File: config.mk
export PLATFORM = sky130hd
export DESIGN_NAME = cfg_access
export DESIGN_NICKNAME = d
export VERILOG_FILES = /design/src/design/cmd_ctrl_pkg.sv /design/src/design/cfg_access.sv
export VERILOG_INCLUDE_DIRS = /design/src /design/src/design
export SDC_FILE = /design/constraint.sdc
export NUM_CORES = 1
export LEC_CHECK = 0
export BUFFER_PORTS_ARGS = -buffer_cell sky130_fd_sc_hd__buf_2
export CORE_MARGIN = 2
export CORE_UTILIZATION = 50
export CTS_CLUSTER_SIZE = 14
export DETAILED_ROUTE_END_ITERATION = 10
export GPL_ROUTABILITY_DRIVEN = 0
export GPL_TIMING_DRIVEN = 0
export HOLD_SLACK_MARGIN = 0.15
export PLACE_DENSITY_LB_ADDON = 0.08
export SYNTH_ARGS = -nofsm -noshare
export SYNTH_HDL_FRONTEND = slang
export SYNTH_SLANG_ARGS = --single-unit
export TNS_END_PERCENT = 5
File: constraint.sdc
create_clock -name clk -period 3.2 [get_ports clk]
set_input_delay 0.16 -clock clk [delete_from_list [all_inputs] [get_ports clk]]
set_output_delay 0.16 -clock clk [all_outputs]
set_load 0.01 [all_outputs]
File: src/design/cmd_ctrl_macros.svh
`ifndef CMD_CTRL_MACROS_SVH
`define CMD_CTRL_MACROS_SVH

// Command buffer depth in bytes
`define CMD_MAX_BYTES 8

// Slots in each configuration bank
`define CFG_SLOTS 16

// Number of ports
`define CFG_PORTS 4

// Width of a register address
`define REG_ADDR_BITS 6

`endif

File: src/design/cmd_ctrl_pkg.sv
`include "cmd_ctrl_macros.svh"

package cmd_ctrl_pkg;

    // Command and reply ids as seen on EP4 and EP8
    typedef enum logic [7:0] {
        OP_GET_REG       = 8'h31,
        OP_SET_REG       = 8'h32,
        OP_DATA_REG      = 8'h90,
        OP_ERR_NOT_FOUND = 8'hF0
    } cmd_opcode_e;

    // Endpoint header
    // An id of zero on EP8 means no reply is pending
    typedef struct packed {
        logic [7:0]  id;
        logic [15:0] length;
    } cmd_hdr_t;

    typedef logic [`CMD_MAX_BYTES-1:0][7:0] cmd_bytes_t;

    typedef enum logic [1:0] {
        ST_WAITING,
        ST_READING,
        ST_EXECUTING,
        ST_REPLYING
    } ctrl_state_e;

    typedef enum logic {
        CFG_LOOKUP,
        CFG_STORE
    } cfg_op_e;

    typedef struct packed {
        cfg_op_e                   op;
        logic [1:0]                port;
        logic [`REG_ADDR_BITS-1:0] addr;
        logic [7:0]                value;
        logic                      dir;
        logic                      chan;
    } cfg_req_t;

    typedef enum logic [1:0] {
        CFG_HIT,
        CFG_STORED,
        CFG_MISS,
        CFG_FULL
    } cfg_status_e;

    typedef struct packed {
        cfg_status_e status;
        logic [7:0]  value;
    } cfg_result_t;

    typedef struct packed {
        logic                      used;
        logic [`REG_ADDR_BITS-1:0] addr;
        logic [7:0]                value;
    } slot_entry_t;

endpackage

File: src/design/cfg_access.sv
`timescale 1ns/1ps
`include "cmd_ctrl_macros.svh"

module cfg_access (
    input  logic                      clk,
    input  logic                      reset,
    input  logic                      start,
    input  cmd_ctrl_pkg::cfg_req_t    req,
    output logic                      done,
    output cmd_ctrl_pkg::cfg_result_t result,
    output logic [7:0]                rd_index,
    output logic                      wr_en,
    output logic [7:0]                wr_index,
    output cmd_ctrl_pkg::slot_entry_t wr_entry,
    input  cmd_ctrl_pkg::slot_entry_t rd_entry
);
    import cmd_ctrl_pkg::*;

    localparam int SLOT_BITS = $clog2(`CFG_SLOTS);
    localparam logic [SLOT_BITS-1:0] LAST_SLOT = SLOT_BITS'(`CFG_SLOTS - 1);

    typedef enum logic [1:0] {AC_IDLE, AC_SCAN, AC_WRITE, AC_DONE} ac_state_e;

    ac_state_e            state;
    cfg_req_t             req_q;
    logic [SLOT_BITS-1:0] slot;
    logic [SLOT_BITS-1:0] target;
    logic                 hit;
    logic                 free;

    function automatic logic [7-SLOT_BITS:0] bank_of(cfg_req_t r);
        return {r.port, r.dir, r.chan};
    endfunction

    // Next slot is addressed while the current one is checked
    always_comb begin
        if (state == AC_SCAN) begin
            rd_index = {bank_of(req_q), slot + 1'b1};
        end else begin
            rd_index = {bank_of(req), {SLOT_BITS{1'b0}}};
        end
    end

    assign hit      = rd_entry.used && (rd_entry.addr == req_q.addr);
    assign free     = !rd_entry.used;
    assign done     = (state == AC_DONE);
    assign wr_en    = (state == AC_WRITE);
    assign wr_index = {bank_of(req_q), target};
    assign wr_entry = '{used: 1'b1, addr: req_q.addr, value: req_q.value};

    always_ff @(posedge clk or posedge reset) begin
        if (reset) begin
            state  <= AC_IDLE;
            slot   <= '0;
            target <= '0;
            result <= '0;
        end else begin
            case (state)
                AC_IDLE: begin
                    if (start) begin
                        slot  <= '0;
                        state <= AC_SCAN;
                    end
                end
                AC_SCAN: begin
                    if (hit && req_q.op == CFG_LOOKUP) begin
                        result <= '{CFG_HIT, rd_entry.value};
                        state  <= AC_DONE;
                    end else if ((hit || free) && req_q.op == CFG_STORE) begin
                        target <= slot;
                        result <= '{CFG_STORED, req_q.value};
                        state  <= AC_WRITE;
                    end else if (free) begin
                        // Slots fill in order, so an unused one ends the search
                        result <= '{CFG_MISS, 8'h00};
                        state  <= AC_DONE;
                    end else if (slot == LAST_SLOT) begin
                        if (req_q.op == CFG_STORE) begin
                            result <= '{CFG_FULL, 8'h00};
                        end else begin
                            result <= '{CFG_MISS, 8'h00};
                        end
                        state <= AC_DONE;
                    end else begin
                        slot <= slot + 1'b1;
                    end
                end
                AC_WRITE: begin
                    state <= AC_DONE;
                end
                default: begin
                    state <= AC_IDLE;
                end
            endcase
        end
    end

    always_ff @(posedge clk) begin
        if (start && state == AC_IDLE) begin
            req_q <= req;
        end
    end

endmodule

# After elaboration in Yosys (flattened, before gate mapping)
# Cells that the tools add are included.
# totals
output_inout_bits,43
reg_bits,39
word_cells,56
inputBits,37
# op_classes
n_mux,18
eq_ne,12
reduce_logical,12
bitwise_logic,2
n_addsub,1
# op_table
operator,n
10-bit two-way mux,4
4-bit two-way mux,5
2-bit two-way mux,5
2-bit != test (second input constant),5
9-bit two-way mux,1
8-bit two-way mux,1
4-bit case mux with 2 select lines,1
6-bit == test,1
2-bit case mux with 3 select lines,1
6-bit AND reduction,1
5-bit by 2-bit != test with 1-bit output (second input constant),1
4-bit by 1-bit adder with 4-bit output (second input constant),1
2-bit == test (second input constant),2
4-bit == test (second input constant),1
1-bit logical AND,4
4-bit by 1-bit != test with 1-bit output (second input constant),1
2-bit AND reduction,2
3-bit AND reduction,1
2-bit by 1-bit == test with 1-bit output (second input constant),1
2-bit zero test,1
1-bit inverter,2
2-bit nonzero test,1
1-bit zero test,1
1-bit logical OR,1

# Depth between registers and ports, before layout
# Gate-level depths: netlist (run 1).
# depth
depth_word,7
depth_mapped,7
depth_no_buf,6

# Worst setup path before layout (run 1)
# Ideal clock, no wire load.
# synth_path
path_type,register -> output
from,register state[1]
to,output port rd_index[4]
arrival_time_ns,1.578
slack_ns,1.462
path_buffers,2
required_time_ns,3.040
stages_incl_launch_ff,6
cell_sequence,dfrtp_1 inv_1 ha_1 clkbuf_1 clkbuf_1 mux2_2
# synth_between
elab_chain_len,2
# synth_rtl
item,line,source
from (decl),cfg_access.sv:24,ac_state_e state;
from (signal assigned),cfg_access.sv:53,state <= AC_IDLE;
from (signal assigned),cfg_access.sv:62,state <= AC_SCAN;
from (signal assigned),cfg_access.sv:68,state <= AC_DONE;
2-bit by 1-bit == test with 1-bit output,cfg_access.sv:37,if (state == AC_SCAN) begin
8-bit two-way mux,cfg_access.sv:37,
to (decl),cfg_access.sv:11,"output logic [7:0] rd_index,"
# Every way passes these cells.

# Worst setup path in the final report (run 1)
# Ends and elaborated chain as after synthesis.

==> results of run 1 <==
-- registers in the layout, summed over array words and instances, names as in the netlist --
name / cells
target: 4
wr_entry: 14
req_q: 1
state: 2
slot: 4
result: 10
wr_index: 4
-- cell usage after synthesis --
master     instances  share of area
a21boi_0           1         0.0038
a21oi_1            1         0.0025
a22o_1             8          0.035
a311o_1            1         0.0050
and2_1             4          0.013
buf_4             19          0.072
clkbuf_1           2         0.0038
conb_1             1         0.0019
dfrtp_1           20           0.25
edfxtp_1          19           0.29
ha_1               6          0.038
inv_1              7          0.013
mux2_1             8          0.045
mux2_2            12          0.068
mux2i_1            1         0.0050
nand2_1            6          0.011
nand2b_1           1         0.0031
nand3_1            8          0.020
nand4_2            1         0.0063
nor2_1             2         0.0038
nor2_4             1         0.0057
nor2b_1            1         0.0031
nor4_4             1          0.011
o211ai_1           2         0.0075
o211ai_2           2          0.013
o21a_1             1         0.0038
o21ai_0            2         0.0050
o21ai_2            1         0.0044
o21ai_4            1         0.0082
o2bb2ai_1          1         0.0044
or3_1              1         0.0031
or4_1              2         0.0075
xnor2_1            7          0.031
xor2_1             1         0.0044
-- stage by stage --
stage | cell area [µm²] | total power [mW]
after global routing | 2720 | 1.99
after detailed placement | 2440 | 1.54
after floorplan | 1990 | 1.27
final | 2720 | 1.85
after global placement | 2440 | 1.50
after CTS | 2720 | 1.87
-- metal layers --
| layer | track usage | share of wire |
|---|---|---|
| met1 | 0.239 | 0.41 |
| met5 | 0 | 0 |
| met4 | 0.0663 | 0.011 |
| met2 | 0.376 | 0.51 |
| met3 | 0.0541 | 0.065 |
-- worst max-delay path, stage by stage (launching register included) --
cell and delay [ns]:
dfrtp_1 0.43, inv_1 0.10, ha_1 0.15, clkbuf_1 0.34, clkbuf_1 0.40, mux2_2 0.39, buf_2 0.14
-- kinds of logic (layout without fill, tap and decap cells) --
| group | Yosys count | after routing | share of synthesized area |
|---|---|---|---|
| xor+xnor | 8 | 8 | 0.0352 |
| other cells | 1 | 1 | 0.00188 |
| mux | 21 | 21 | 0.118 |
| simple gates | 28 | 28 | 0.0874 |
| buf+inv | 28 | 134 | 0.0887 |
| fa+ha+maj | 6 | 6 | 0.0377 |
| compound gates | 21 | 21 | 0.0925 |
| flops | 39 | 39 | 0.538 |
-- worst max-delay path by stage --
| stage | startpoint | endpoint | slack [ns] | cells past startpoint |
|---|---|---|---|---|
| final | state[1]$_DFFE_PP0P_ | rd_index[4] | 0.80 | 6 |
| after detailed placement | state[1]$_DFFE_PP0P_ | rd_index[5] | 1.12 | 6 |
| after floorplan | state[1]$_DFFE_PP0P_ | rd_index[4] | 1.46 | 5 |
| after CTS | state[1]$_DFFE_PP0P_ | rd_index[5] | 0.79 | 6 |
| after global placement | state[1]$_DFFE_PP0P_ | rd_index[4] | 1.19 | 6 |
| after global routing | state[1]$_DFFE_PP0P_ | rd_index[4] | 0.64 | 6 |
-- power by group --
group / switching, mW / leakage, nW / internal (mW)
registers: 0.101 / 0.438 / 0.690
clock network: 0.160 / 0.0422 / 0.153
logic: 0.382 / 0.827 / 0.369
-- final cells by class --
| class | count | area, µm² | share of cell area |
|---|---|---|---|
| Sequential cell | 39 | 1070 | 0.394 |
| Multi-Input combinational cell | 85 | 742 | 0.273 |
| Timing Repair Buffer | 98 | 591 | 0.217 |
| Buffer | 21 | 150 | 0.0552 |
| Clock buffer | 7 | 76.3 | 0.0280 |
| Tap cell | 48 | 60.1 | 0.0221 |
| Inverter | 7 | 26.3 | 0.00966 |
| Clock inverter | 1 | 5.00 | 0.00184 |
==> results by group, run 1 <==
Floorplanning
  – Die Wd: 67.1 µm
  – CORE AREA: 3740 µm²
  – Initial core utilization: 0.531
  – Die area: 4500 µm²
  – # IOs: 80
  – Die height: 67.1 µm
  – Core Rows: 22

STA
  – Setup TNS: 0 ns
  – Worst slew pin tran: 0.876 ns
  – Final Hold Vio Count: 0
  – Period utilisation layout: 0.749
  – Final WS setup: 0.804 ns
  – Final setup vio count: 0
  – RSZ-0062 raised after global routing: no
  – Max transition margin: 0.416
  – Final min period: 2.40 ns
  – Final slew viol count: 0
  – WHS: 0.203 ns
  – Max Clock Skew: 0.00372 ns
  – Fmax: 0.417 GHz

CTS
  – Clock latency on the worst-skew pair: 0.28 ns
  – TritonCTS clock tree: yes
  – Cts bufs inserted: 5
  – CTS-repair resized insts: 0
  – Worst-path clk slew: 0.07 ns
  – Hold-fix buffer count after cts: 20
  – Clock buffer depth: 2
  – CTS Sinks: 39
  – H-Tree Depth: 2
  – Post-CTS setup buffer count: 0
  – Clk root buf: clkbuf_8

GRT
  – First-pass GRT wire length: 6890 µm
  – Initial antenna violation count: 0
  – Total GRT Usage: 0.209
  – Largest net degree at the start of global routing: 21
  – Vias in the first global route: 1556
  – GRT overflow: 0

Yosys
  – Post-synthesis average cell area: 13.1 µm²
  – Mapped Cells: 152
  – Mapped Area: 1990 µm²
  – Post-synthesis net count: 195
  – Register bit total from synthesis: 39
  – Post-synthesis sequential area ratio: 0.538
  – Yosys cell types: 34
  – Synth warn: 0

Worst setup path
  – Setup slack, reg-to-reg: 1.23 ns
  – Critical R2R Launch: state[1]$_DFFE_PP0P_
  – WP data arrival: 2.24 ns
  – Critical path required time: 3.04 ns
  – Worst reg2reg path depth: 6
  – Critical path class: reg -> out
  – RR Endpoint: state[1]$_DFFE_PP0P_
  – Worst setup SP type: flip-flop
  – Worst Setup End Kind: primary output
  – Crit Path Max Fanout: 10

Finish
  – Antenna fix cells: 0
  – Most frequent cells in the layout: 78 x buf_2, 20 x dlygate4sd3_1, 20 x dfrtp_1, 19 x buf_4, 19 x edfxtp_1
  – Area grow syn2layout: 36.8%
  – Post-layout nets: 300
  – Fin util: 0.727
  – # fillers: 280
  – Share of cells above drive strength 1: 0.473
  – Non-Filler Instances: 306
  – Commonest non-fill, non-tap cell in the layout: buf_2

Route
  – Overall routed net length: 4330 µm
  – Routed wire length per instance: 14.2 µm
  – Pre-Repair DR Iteration Count: 4
  – Total number of vias: 1518
  – Drt initial violations: 22
  – DR DRC count: 0
  – Routed Antenna Nets: 0
  – DR vias/cell: 4.96

Placed design
  – Count of input and output buffers: 78
  – Cells after DPL: 278
  – DP Worst Slack: 1.12 ns
  – Post-DP HPWL: 3050 µm

Power
  – Power Density: 682 nW/µm²
  – Leak: 1.31 nW
  – Worst ir drop on vdd: 364 µV

Hold path
  – Worst hold stages: 3
  – HP Class: in -> reg
  – Min-Delay Endpoint: result[1]$_DFFE_PP0P_
  – Min-delay src: rd_entry[1]

Status
  – Outcome: finished clean

Job
  – Max Cap Viol: 0
(Power assumes the default switching activity.)
==> inputs of run 2 (changes only) <==
- CORE_UTILIZATION: 50 -> 43
- clock period: 3.2 -> 2 ns (I/O delays scaled with it)
==> run 2 against run 1 <==
Non-clock buffer count grew 7. Sequential share of layout area shrank 1.4 points. First-iteration DRC count grew 140%. Critical path type unchanged. Largest cell class unchanged.
==> results by group, run 2 (synthesized netlist as in run 1, its figures left out) <==
Finish
  – Antenna fix cells: 0 (unchanged)
  – Share of cells above drive strength 1: 0.475 (+0.00260)
  – Most frequent cells in the layout: 78 x buf_2, 28 x dlygate4sd3_1, 20 x dfrtp_1, 19 x buf_4, 19 x edfxtp_1
  – Commonest non-fill, non-tap cell in the layout: buf_2
  – Post-route cell area: 2820 µm² (+3.7%)
  – Area grow syn2layout: 41.9%
  – Non-Filler Instances: 317 (+3.6%)
  – Fin util: 0.639 (-0.0875)
  – Max FFs per register: 14 (unchanged)
  – Post-layout nets: 307 (+2.3%)

CTS
  – CTS Sinks: 39 (unchanged)
  – Clk root buf: clkbuf_8
  – Post-CTS setup buffer count: 0 (unchanged)
  – Clock buffer depth: 2 (unchanged)
  – Clock latency on the worst-skew pair: 0.29 ns (about the same)
  – TritonCTS clock tree: yes
  – Cts bufs inserted: 5 (unchanged)
  – H-Tree Depth: 2 (unchanged)
  – Worst-path clk slew: 0.07 ns (about the same)

Route
  – Met1 Wirelength: 1840 µm (+3.3%)
  – Routed Antenna Nets: 0 (unchanged)
  – DR vias/cell: 4.83 (-2.6%)
  – Top Metal Used: met4
  – Drt initial violations: 53 (+140%)
  – Routed wire length per instance: 13.3 µm (-6.3%)
  – Metal2 WL: 1990 µm (-11%)
  – Pre-Repair DR Iteration Count: 4 (unchanged)
  – Total number of vias: 1531 (+0.86%)
  – Overall routed net length: 4210 µm (-3.0%)
  – DR DRC count: 0 (unchanged)
  – Routed met3 length: 258 µm (-7.9%)

Worst setup path
  – Critical path class: reg -> out
  – WP data arrival: 1.83 ns (-0.41 ns)
  – Critical path required time: 1.90 ns (-1.14 ns)
  – Worst setup SP type: flip-flop
  – CP cell instances: inv_1 > ha_2 > clkbuf_4 > mux2_2 > buf_2
  – Worst Setup End Kind: primary output
  – Largest delay share family, worst path: buffers and inverters
  – Worst Path Buf+Inv: 3 (-1)
  – Slowest stage delay, CP: 0.43 ns (about the same)
  – Crit Path Max Fanout: 10 (unchanged)
  – Slowest CP cell: dfrtp_1

GRT
  – Largest net degree at the start of global routing: 21 (unchanged)
  – GRT overflow: 0 (unchanged)
  – Vias in the first global route: 1493 (-4.0%)
  – Total GRT Usage: 0.178 (-0.0305)
  – First-pass GRT wire length: 6990 µm (+1.5%)
  – Initial antenna violation count: 0 (unchanged)

STA
  – Worst slew pin tran: 0.756 ns (-0.120 ns)
  – WHS: 0.288 ns (+0.0850 ns)
  – RSZ-0062 raised after global routing: yes
  – Max Clock Skew: 0.00356 ns (-0.000156 ns)
  – Final setup vio count: 0 (unchanged)
  – Final min period: 1.93 ns
  – Period utilisation layout: 0.964
  – Final WS setup: 0.0730 ns (-0.731 ns)
  – Setup TNS: 0 ns (unchanged)
  – Max transition margin: 0.496 (+0.0794)
  – Fmax: 0.519 GHz
  – Final Hold Vio Count: 0 (unchanged)
  – Final slew viol count: 0 (unchanged)

Hold path
  – HP Class: in -> reg

Power
  – Internal power: 1.99 mW (+64%)
  – Sequential share of power: 0.418 (-0.009)
  – Leak: 1.34 nW (+2.9%)
  – Gate power share: 0.401 (-0.004)
  – Psw: 1.03 mW (+61%)
  – Power Density: 1070 nW/µm² (+57%)
  – Power share of the clock group: 0.181 (+0.013)
  – Worst ir drop on vdd: 570 µV (+57%)
  – Overall Power: 3.03 mW (+63%)
  – Sw frac: 0.341 (-0.00497)

Placed design
  – Placement Cell Area: 2440 µm² (+0.20%)
  – Post-DP HPWL: 3020 µm (-0.96%)
  – DP Worst Slack: 0.00644 ns (-1.11 ns)
  – Count of input and output buffers: 78 (unchanged)
  – Cells after DPL: 282 (+1.4%)

Status
  – Outcome: finished clean

Job
  – Max Cap Viol: 0 (unchanged)

Floorplanning
  – CORE AREA: 4410 µm² (+18%)
  – Core Rows: 24 (+9.1%)
  – Die area: 5190 µm² (+15%)
  – Die Wd: 72.0 µm (+7.4%)
  – Die height: 72.0 µm (+7.4%)
  – Initial core utilization: 0.451 (-0.0807)
  – # IOs: 80 (unchanged)
## run 2: routing by layer
layer,vias up,global-route usage
met5,-,0
li1,750,-
met1,714,0.223
met4,0,0.0839
met3,11,0.0528
met2,56,0.286
## run 2: worst register-to-register path, stage by stage, from the launching register on
cell and delay (ns):
edfxtp_1 0.42, xnor2_1 0.21, nand4_2 0.26, nor4_4 0.55, a22o_1 0.22, mux2_1 0.12
## run 2: timing repair
item                                    CTS  global route
hold buffers                             28             0
endpoints found under the setup margin    7            23
pin swaps                                 0             0
hold endpoints to repair                 47             0
resized for setup                         2             3
## run 2: power by group through the flow
stage	clock, mW	combinational [mW]	sequential, mW
floorplan	0	0.720	1.31
global placement	0	1.14	1.27
detailed placement	0	1.16	1.28
CTS	0.568	1.22	1.27
global route	0.603	1.34	1.30
finish	0.546	1.21	1.27
## run 2: final cells by class
| type | count | area, µm² |
|---|---|---|
| clock buffers | 6 | 82.6 |
| multi-input cells | 85 | 746 |
| flip-flops and latches | 39 | 1070 |
| well taps | 52 | 65.1 |
| inverters | 7 | 26.3 |
| repair buffers | 106 | 671 |
| fillers | 365 | 1590 |
| clock inverters | 2 | 11.3 |
| plain buffers | 20 | 150 |
## run 2: worst paths after layout
| kind | startpoint | endpoint | slack [ns] | cells after the start |
|---|---|---|---|---|
| hold / removal | rd_entry[14] | slot[0]$_DFFE_PP0P_ | 0.29 | 4 |
| hold reg to reg | result[7]$_DFFE_PP0P_ | result[7]$_DFFE_PP0P_ | 0.49 | 1 |
| setup / recovery | state[1]$_DFFE_PP0P_ | rd_index[6] | 0.07 | 5 |
| max in group asynchronous | reset | target[0]$_DFFE_PP0P_ | 1.04 | 3 |
| setup reg to reg | wr_entry[13]$_DFFE_PP_ | result[4]$_DFFE_PP0P_ | 0.16 | 5 |
| min in group asynchronous | reset | result[1]$_DFFE_PP0P_ | 0.48 | 3 |
